[config.mk]
export PLATFORM = sky130hd
export DESIGN_NAME = vmem_subsystem
export DESIGN_NICKNAME = d
export VERILOG_FILES = /design/src/design/vmem_pkg.sv /design/src/design/vrf_port_if.sv /design/src/design/elem_counter.sv /design/src/design/vector_regfile.sv /design/src/design/vmem_ctrl_fsm.sv /design/src/design/vmem_subsystem.sv
export SDC_FILE = /design/constraint.sdc
export NUM_CORES = 2
export LEC_CHECK = 0
export BUFFER_PORTS_ARGS = -buffer_cell sky130_fd_sc_hd__buf_2
export CAP_MARGIN = 30
export CORE_MARGIN = 8
export CORE_UTILIZATION = 45
export CTS_CLUSTER_DIAMETER = 60
export DETAILED_ROUTE_END_ITERATION = 16
export PLACE_DENSITY_LB_ADDON = 0.08
export SETUP_SLACK_MARGIN = 0.2
export SYNTH_ARGS = -nofsm -noshare
export SYNTH_HDL_FRONTEND = slang
export SYNTH_HIERARCHICAL = 1
export SYNTH_SLANG_ARGS = --single-unit
[constraint.sdc]
create_clock -name clk -period 4.7 [get_ports clk]
set_input_delay 0.235 -clock clk [delete_from_list [all_inputs] [get_ports clk]]
set_output_delay 0.235 -clock clk [all_outputs]
set_load 0.01 [all_outputs]
[src/design/vmem_pkg.sv]
package vmem_pkg;

   // AXI widths
   localparam int ADDR_W = 32;
   localparam int DATA_W = 32;
   localparam int STRB_W = DATA_W / 8;
   localparam int LEN_W  = 8;

   // register file geometry
   localparam int V_LANES    = 4;
   localparam int NUM_VREGS  = 8;
   localparam int ELEMS      = 16;
   localparam int BANK_DEPTH = NUM_VREGS * ELEMS / V_LANES;

   // index widths
   localparam int VREG_W = $clog2(NUM_VREGS);
   localparam int ELEM_W = $clog2(ELEMS);
   localparam int VL_W   = ELEM_W + 1;

   // element e of vreg v sits in lane e mod V_LANES
   // at bank word v * ELEMS_PER_LANE + e / V_LANES
   localparam int LANE_W         = $clog2(V_LANES);
   localparam int BANK_AW        = $clog2(BANK_DEPTH);
   localparam int ELEMS_PER_LANE = ELEMS / V_LANES;

   typedef enum logic {
      VOP_LOAD  = 1'b0,
      VOP_STORE = 1'b1
   } vop_e;

   typedef enum logic [2:0] {
      S_IDLE  = 3'd0,
      S_ADDR  = 3'd1,
      S_RDATA = 3'd2,
      S_WDATA = 3'd3,
      S_WRESP = 3'd4,
      S_DONE  = 3'd5
   } vmem_state_e;

endpackage

[src/design/vrf_port_if.sv]
`timescale 1ns/100ps

interface vrf_port_if;

   // write port
   logic                            we;
   logic [vmem_pkg::VREG_W-1:0]     wvreg;
   logic [vmem_pkg::ELEM_W-1:0]     welem;
   logic [vmem_pkg::DATA_W-1:0]     wdata;

   // read port with data following the address combinationally
   logic [vmem_pkg::VREG_W-1:0]     rvreg;
   logic [vmem_pkg::ELEM_W-1:0]     relem;
   logic [vmem_pkg::DATA_W-1:0]     rdata;

   modport ctrl (
      output we, wvreg, welem, wdata,
      output rvreg, relem,
      input  rdata
   );

   modport rf (
      input  we, wvreg, welem, wdata,
      input  rvreg, relem,
      output rdata
   );

endinterface

[src/design/elem_counter.sv]
`timescale 1ns/100ps

module elem_counter (
   input  logic                          clk,
   input  logic                          rst,
   input  logic                          clear,
   input  logic                          step,
   input  logic [vmem_pkg::VL_W-1:0]     vl,
   output logic [vmem_pkg::ELEM_W-1:0]   count,
   output logic                          last
);

   logic [vmem_pkg::VL_W-1:0] vl_q;
   logic [vmem_pkg::VL_W-1:0] last_idx;

   always_ff @(posedge clk)
   begin
      if (rst)
      begin
         count <= '0;
         vl_q  <= '0;
      end
      else if (clear)
      begin
         // new burst captures its length
         count <= '0;
         vl_q  <= vl;
      end
      else if (step)
      begin
         count <= count + 1'b1;
      end
   end

   // index of the final element
   assign last_idx = vl_q - 1'b1;

   assign last = ({1'b0, count} == last_idx);

endmodule

[src/design/vector_regfile.sv]
`timescale 1ns/100ps

module vector_regfile (
   input logic      clk,
   vrf_port_if.rf   vrf
);

   logic [vmem_pkg::LANE_W-1:0]  w_lane;
   logic [vmem_pkg::LANE_W-1:0]  r_lane;
   logic [vmem_pkg::BANK_AW-1:0] w_addr;
   logic [vmem_pkg::BANK_AW-1:0] r_addr;
   logic [vmem_pkg::DATA_W-1:0]  lane_rdata [vmem_pkg::V_LANES];

   // word index inside a lane bank
   function automatic logic [vmem_pkg::BANK_AW-1:0] bank_addr(
      input logic [vmem_pkg::VREG_W-1:0] vreg,
      input logic [vmem_pkg::ELEM_W-1:0] elem
   );
      logic [vmem_pkg::BANK_AW-1:0] base;
      logic [vmem_pkg::BANK_AW-1:0] offs;
      base = vmem_pkg::BANK_AW'(vreg) * vmem_pkg::BANK_AW'(vmem_pkg::ELEMS_PER_LANE);
      offs = vmem_pkg::BANK_AW'(elem / vmem_pkg::V_LANES);
      return base + offs;
   endfunction

   // lane is element modulo lane count
   assign w_lane = vrf.welem[vmem_pkg::LANE_W-1:0];
   assign r_lane = vrf.relem[vmem_pkg::LANE_W-1:0];

   assign w_addr = bank_addr(vrf.wvreg, vrf.welem);
   assign r_addr = bank_addr(vrf.rvreg, vrf.relem);

   for (genvar l = 0; l < vmem_pkg::V_LANES; l++)
   begin : g_lane
      logic [vmem_pkg::DATA_W-1:0] mem [vmem_pkg::BANK_DEPTH];

      always_ff @(posedge clk)
      begin
         if (vrf.we && (w_lane == l))
         begin
            mem[w_addr] <= vrf.wdata;
         end
      end

      // every bank reads the same word and the lane select picks one
      assign lane_rdata[l] = mem[r_addr];
   end

   assign vrf.rdata = lane_rdata[r_lane];

endmodule

[src/design/vmem_ctrl_fsm.sv]
`timescale 1ns/100ps

module vmem_ctrl_fsm (
   input  logic                            clk,
   input  logic                            rst,
   // instruction side
   input  logic                            instr_start,
   input  vmem_pkg::vop_e                  instr_op,
   input  logic [vmem_pkg::VREG_W-1:0]     instr_vreg,
   input  logic [vmem_pkg::ADDR_W-1:0]     instr_addr,
   input  logic [vmem_pkg::VL_W-1:0]       instr_vl,
   output logic                            busy,
   output logic                            done,
   // AXI write channels
   output logic                            awvalid,
   output logic [vmem_pkg::ADDR_W-1:0]     awaddr,
   output logic [vmem_pkg::LEN_W-1:0]      awlen,
   input  logic                            awready,
   output logic                            wvalid,
   output logic [vmem_pkg::STRB_W-1:0]     wstrb,
   output logic                            wlast,
   input  logic                            wready,
   input  logic                            bvalid,
   output logic                            bready,
   // AXI read channels
   output logic                            arvalid,
   output logic [vmem_pkg::ADDR_W-1:0]     araddr,
   output logic [vmem_pkg::LEN_W-1:0]      arlen,
   input  logic                            arready,
   input  logic                            rvalid,
   input  logic [vmem_pkg::DATA_W-1:0]     rdata,
   input  logic                            rlast,
   output logic                            rready,
   // element counter
   output logic                            clear,
   output logic                            step,
   input  logic [vmem_pkg::ELEM_W-1:0]     count,
   input  logic                            last,
   // register file
   vrf_port_if.ctrl                        vrf
);

   vmem_pkg::vmem_state_e            state_q;
   vmem_pkg::vmem_state_e            state_d;
   vmem_pkg::vop_e                   op_q;
   logic [vmem_pkg::VREG_W-1:0]      vreg_q;
   logic [vmem_pkg::ADDR_W-1:0]      addr_q;
   logic [vmem_pkg::VL_W-1:0]        len_m1;
   logic [vmem_pkg::LEN_W-1:0]       len_q;
   logic                             is_load;
   logic                             rd_beat;
   logic                             wr_beat;

   assign is_load = (op_q == vmem_pkg::VOP_LOAD);
   assign rd_beat = (state_q == vmem_pkg::S_RDATA) && rvalid;
   assign wr_beat = (state_q == vmem_pkg::S_WDATA) && wready;

   always_comb
   begin
      state_d = state_q;
      case (state_q)
         vmem_pkg::S_IDLE:
            if (instr_start) state_d = vmem_pkg::S_ADDR;
         vmem_pkg::S_ADDR:
            if (is_load && arready) state_d = vmem_pkg::S_RDATA;
            else if (!is_load && awready) state_d = vmem_pkg::S_WDATA;
         vmem_pkg::S_RDATA:
            if (rd_beat && (last || rlast)) state_d = vmem_pkg::S_DONE;
         vmem_pkg::S_WDATA:
            if (wr_beat && last) state_d = vmem_pkg::S_WRESP;
         vmem_pkg::S_WRESP:
            if (bvalid) state_d = vmem_pkg::S_DONE;
         vmem_pkg::S_DONE:
            state_d = vmem_pkg::S_IDLE;
         default:
            state_d = vmem_pkg::S_IDLE;
      endcase
   end

   always_ff @(posedge clk)
   begin
      if (rst)
      begin
         state_q <= vmem_pkg::S_IDLE;
      end
      else
      begin
         state_q <= state_d;
      end
   end

   // burst length is vl minus one
   assign len_m1 = instr_vl - 1'b1;

   // instruction fields held for the whole burst
   always_ff @(posedge clk)
   begin
      if ((state_q == vmem_pkg::S_IDLE) && instr_start)
      begin
         op_q   <= instr_op;
         vreg_q <= instr_vreg;
         addr_q <= instr_addr;
         len_q  <= vmem_pkg::LEN_W'(len_m1);
      end
   end

   assign busy = (state_q != vmem_pkg::S_IDLE);
   assign done = (state_q == vmem_pkg::S_DONE);

   // address phase
   assign arvalid = (state_q == vmem_pkg::S_ADDR) && is_load;
   assign awvalid = (state_q == vmem_pkg::S_ADDR) && !is_load;
   assign araddr  = addr_q;
   assign awaddr  = addr_q;
   assign arlen   = len_q;
   assign awlen   = len_q;

   // data and response phases
   assign rready = (state_q == vmem_pkg::S_RDATA);
   assign wvalid = (state_q == vmem_pkg::S_WDATA);
   assign wstrb  = '1;
   assign wlast  = last;
   assign bready = (state_q == vmem_pkg::S_WRESP);

   // counter control
   assign clear = (state_q == vmem_pkg::S_IDLE) && instr_start;
   assign step  = rd_beat || wr_beat;

   // load beats land in the register file
   assign vrf.we    = rd_beat;
   assign vrf.wvreg = vreg_q;
   assign vrf.welem = count;
   assign vrf.wdata = rdata;

   // store data comes straight from the read port
   assign vrf.rvreg = vreg_q;
   assign vrf.relem = count;

endmodule

[src/design/vmem_subsystem.sv]
`timescale 1ns/100ps

module vmem_subsystem (
   input  logic                            clk,
   input  logic                            rst,
   // instruction side
   input  logic                            instr_start,
   input  vmem_pkg::vop_e                  instr_op,
   input  logic [vmem_pkg::VREG_W-1:0]     instr_vreg,
   input  logic [vmem_pkg::ADDR_W-1:0]     instr_addr,
   input  logic [vmem_pkg::VL_W-1:0]       instr_vl,
   output logic                            busy,
   output logic                            done,
   // AXI4 master write address and data
   output logic                            awvalid,
   output logic [vmem_pkg::ADDR_W-1:0]     awaddr,
   output logic [vmem_pkg::LEN_W-1:0]      awlen,
   input  logic                            awready,
   output logic                            wvalid,
   output logic [vmem_pkg::DATA_W-1:0]     wdata,
   output logic [vmem_pkg::STRB_W-1:0]     wstrb,
   output logic                            wlast,
   input  logic                            wready,
   // write response
   input  logic                            bvalid,
   output logic                            bready,
   // read address and data
   output logic                            arvalid,
   output logic [vmem_pkg::ADDR_W-1:0]     araddr,
   output logic [vmem_pkg::LEN_W-1:0]      arlen,
   input  logic                            arready,
   input  logic                            rvalid,
   input  logic [vmem_pkg::DATA_W-1:0]     rdata,
   input  logic                            rlast,
   output logic                            rready
);

   logic                          cnt_clear;
   logic                          cnt_step;
   logic [vmem_pkg::ELEM_W-1:0]   cnt_count;
   logic                          cnt_last;

   vrf_port_if vrf_bus ();

   vmem_ctrl_fsm vmem_ctrl_fsm_i (
      .clk         (clk),
      .rst         (rst),
      .instr_start (instr_start),
      .instr_op    (instr_op),
      .instr_vreg  (instr_vreg),
      .instr_addr  (instr_addr),
      .instr_vl    (instr_vl),
      .busy        (busy),
      .done        (done),
      .awvalid     (awvalid),
      .awaddr      (awaddr),
      .awlen       (awlen),
      .awready     (awready),
      .wvalid      (wvalid),
      .wstrb       (wstrb),
      .wlast       (wlast),
      .wready      (wready),
      .bvalid      (bvalid),
      .bready      (bready),
      .arvalid     (arvalid),
      .araddr      (araddr),
      .arlen       (arlen),
      .arready     (arready),
      .rvalid      (rvalid),
      .rdata       (rdata),
      .rlast       (rlast),
      .rready      (rready),
      .clear       (cnt_clear),
      .step        (cnt_step),
      .count       (cnt_count),
      .last        (cnt_last),
      .vrf         (vrf_bus.ctrl)
   );

   elem_counter elem_counter_i (
      .clk   (clk),
      .rst   (rst),
      .clear (cnt_clear),
      .step  (cnt_step),
      .vl    (instr_vl),
      .count (cnt_count),
      .last  (cnt_last)
   );

   vector_regfile vector_regfile_i (
      .clk (clk),
      .vrf (vrf_bus.rf)
   );

   // store data leaves straight from the register file read port
   assign wdata = vrf_bus.rdata;

endmodule

==> out/qor.csv <==
metric,value,unit
status,"complete, no violations",
end-of-flow core utilization,0.529,
setup slack of the critical path after layout,0.0853,ns
most frequent cells after synthesis,"4137 x sky130_fd_sc_hd__edfxtp_1, 1344 x sky130_fd_sc_hd__mux4_2, 176 x sky130_fd_sc_hd__clkbuf_1",
area growth from synthesis to final layout,17.3,%
I/O Buffers,195,
number of global-route vias before repair,74700,
initial detailed-routing violation count,8927,
unrepaired setup endpoints after global routing,yes,
share of Yosys cell area claimed by the top area cell type,0.784,
type of element launching the critical path,flip-flop,
minimum clock period,4.61,ns
post-synthesis register bit count,4149,
routed wl met3,36700,um
cell-by-cell trace of the critical path,"buf_4, buf_12, buf_16, mux4_2, mux4_2, mux4_2, mux2_4, buf_6",
leading register cell type out of synthesis,sky130_fd_sc_hd__edfxtp_1,
synthesized area,158000,um2
overall die width,609,um
Hold Crit Class,input pin to flip-flop,
aggregate negative setup slack,0,ns
element type at the critical path end,output pin,
total core area,352000,um2
Post-Place Worst Slack,0.597,ns
GRT Residual Overflow,0,
share of the cycle needed by the critical path after routing,0.982,
final-report setup violation count,0,
Maximum Capacitance Violations,0,
Initial Util,0.451,
share of the yosys chip area belonging to registers,0.786,
number of antenna violations at the first check in global routing,55,
CTS Root Buffer Type,sky130_fd_sc_hd__clkbuf_16,
overall routing resource usage,0.231,
skew final,0.0323,ns
highest net fanout along the worst path,55,
measured slew at the worst slew-check pin,0.980,ns
CTS tree,yes,
highest routed metal layer,met5,
type of the worst setup path,flip-flop to output pin,
synth warn,6,
die outline area,371000,um2
Critical Path Slowest Stage Cell,sky130_fd_sc_hd__mux4_2,
Pwr per Cell Area,421,nW/um2
pin count of the biggest net entering global routing,100,
iteration count of the initial detailed-routing pass,7,
Routed wire per std cell,36.7,um
TritonCTS sink count,4149,
synth unique cells,40,
Critical path buffers and inverters,4,
clock network latency to the later pin of the worst-skew pair,0.96,ns
Static Leak,56.6,nW
Layout Nets,7029,
cell family contributing the most delay on the critical path,multiplexers,
routed length on met1,187000,um
average size of a mapped cell,25.6,um2
fin area,186000,um2
"Async S/R FF share, synth",0,
post-synth top area cell,sky130_fd_sc_hd__edfxtp_1,
detailed-route vias per instance,6.12,
most used standard cell by instance count after synthesis,sky130_fd_sc_hd__edfxtp_1,
Peak Freq,217,MHz
number of placed instances with taps included,10900,
"EDFF count, synth",4137,
CTS H-tree depth,5,
Post-Syn Instances,6194,
final cell count without fillers,12000,
Slew Limit Headroom,0.345,
fraction of layout instances using a drive strength above 1,0.375,
Routability Congestion,0.784,
Die Span Y,609,um
total clock buffers created by CTS,440,
wire length on met2,206000,um
wire length of the first global-routing pass,601000,um
maximum buffer depth of the clock tree,4,
Max Slew Vio Count,0,
final WL,439000,um
CP Data Required Time,4.47,ns
most numerous cell on the critical path,sky130_fd_sc_hd__mux4_2,
Fill cells,26600,
number of DRC violations after detailed routing,0,
VDD IR-drop max,327,uV
dpl hpwl,239000,um
arrival time reported for the critical path endpoint,4.38,ns
"top cells by area, synth","sky130_fd_sc_hd__edfxtp_1 78%, sky130_fd_sc_hd__mux4_2 19%, sky130_fd_sc_hd__buf_4 0.46%",
vias after detailed routing,73200,
post-detailed-placement cell area,168000,um2
Site Rows,218,
CP peak stage delay,0.67,ns
number of ports placed on the die boundary,206,
hold violation total from the final report,0,
clock transition at the registers of the reported paths,0.06,ns
Post-DRT Antenna Nets,0,
flip-flops by register name (all words and copies together), names as in the netlist:
name,cells
elem_counter_i/count,4
elem_counter_i/vl_q,5
vector_regfile_i/g_lane.mem,4096
vmem_ctrl_fsm_i/araddr,32
vmem_ctrl_fsm_i/arlen,5
vmem_ctrl_fsm_i/op_q,1
vmem_ctrl_fsm_i/state_q,3
vmem_ctrl_fsm_i/vrf.rvreg,3
report_power, final:
| group | internal, W | total [W] | leakage, nW | switching [W] |
|---|---|---|---|---|
| combinational | 0.00116 | 0.00328 | 12.4 | 0.00212 |
| sequential | 0.0408 | 0.0408 | 37.3 | 0.0000354 |
| clock | 0.0200 | 0.0342 | 6.96 | 0.0142 |
layout by cell type (no fill, tap or decap), types with 4 or more instances in the layout:
cell,synthesis,final
sky130_fd_sc_hd__and3b_1,4,4
sky130_fd_sc_hd__buf_12,0,112
sky130_fd_sc_hd__buf_16,0,43
sky130_fd_sc_hd__buf_2,80,145
sky130_fd_sc_hd__buf_4,96,216
sky130_fd_sc_hd__buf_6,3,39
sky130_fd_sc_hd__buf_8,0,13
sky130_fd_sc_hd__bufbuf_16,0,6
sky130_fd_sc_hd__bufinv_16,0,47
sky130_fd_sc_hd__clkbuf_1,176,68
sky130_fd_sc_hd__clkbuf_16,0,471
sky130_fd_sc_hd__clkinv_1,0,110
sky130_fd_sc_hd__clkinv_2,0,92
sky130_fd_sc_hd__clkinv_4,0,8
sky130_fd_sc_hd__clkinvlp_4,0,13
sky130_fd_sc_hd__conb_1,2,10
sky130_fd_sc_hd__dfxtp_1,12,8
sky130_fd_sc_hd__dfxtp_4,0,4
sky130_fd_sc_hd__diode_2,0,32
sky130_fd_sc_hd__dlygate4sd3_1,0,117
sky130_fd_sc_hd__edfxtp_1,4137,4137
sky130_fd_sc_hd__inv_1,7,7
sky130_fd_sc_hd__inv_6,0,17
sky130_fd_sc_hd__mux2_2,33,12
sky130_fd_sc_hd__mux2_4,0,21
sky130_fd_sc_hd__mux2i_1,7,7
sky130_fd_sc_hd__mux4_2,1344,1344
sky130_fd_sc_hd__nand2_1,37,37
sky130_fd_sc_hd__nor2_1,137,8
sky130_fd_sc_hd__nor2_4,0,129
sky130_fd_sc_hd__nor3_1,7,7
sky130_fd_sc_hd__nor3b_1,6,6
sky130_fd_sc_hd__xor2_1,8,8
worst paths after layout:
kind | from | to | slack [ns] | depth (start not counted)
setup reg to reg | vmem_ctrl_fsm_i/vrf.rvreg[0]$_DFFE_PP_ | vector_regfile_i/g_lane[1].mem[7][23]$_DFFE_PP_ | 0.97 | 7
hold reg to reg | elem_counter_i/vl_q[3]$_SDFFE_PP0P_ | elem_counter_i/vl_q[3]$_SDFFE_PP0P_ | 0.57 | 2
setup / recovery | vmem_ctrl_fsm_i/vrf.rvreg[0]$_DFFE_PP_ | wdata[24] | 0.09 | 8
hold / removal | instr_vreg[0] | vmem_ctrl_fsm_i/vrf.rvreg[0]$_DFFE_PP_ | 0.08 | 2
logic make-up after synthesis:
| kind of cell | count (synthesis) | share of synthesized area |
|---|---|---|
| AND/OR/NAND/NOR | 213 | 0.00588 |
| XOR/XNOR | 11 | 0.000608 |
| other | 2 | 0.0000474 |
| adder cells (fa/ha/maj) | 3 | 0.000237 |
| buffers and inverters | 421 | 0.0130 |
| flip-flops | 4149 | 0.786 |
| AO/OA/AOI/OAI | 11 | 0.000490 |
| multiplexers | 1384 | 0.194 |
layout make-up:
type | count | area (um2) | area share
flip-flops and latches | 4149 | 124000 | 0.670
multi-input cells | 1632 | 33000 | 0.177
clock buffers | 516 | 11500 | 0.0617
repair buffers | 714 | 8350 | 0.0449
well taps | 4620 | 5780 | 0.0311
clock inverters | 293 | 2710 | 0.0146
diodes | 32 | 80.1 | 0.000431
inverters | 7 | 26.3 | 0.000141
layer usage:
metal  GRT usage  vias to the layer above
li1            -                    28600
met1       0.338                    41300
met2       0.361                     2842
met3      0.0527                      457
met4      0.0475                        8
met5           0                        -
what timing repair did:
item,in CTS,in global routing
hold buffers,117,0
gates resized for setup,82,69
gates cloned,14,24
buffers inserted,24,7
setup endpoints to repair,32,32
endpoints found under the hold margin,2063,0
per-stage QoR:
step / hold WS (ns) / total power [W]
final: 0.0819 / 0.0782
after global routing: 0.0374 / 0.0804
after CTS: 0.00883 / 0.0789
after detailed placement: 0.413 / 0.0447
after global placement: 0.414 / 0.0446
after floorplan: 0.304 / 0.0432
No activity file was read; power rests on OpenSTA's default activity.
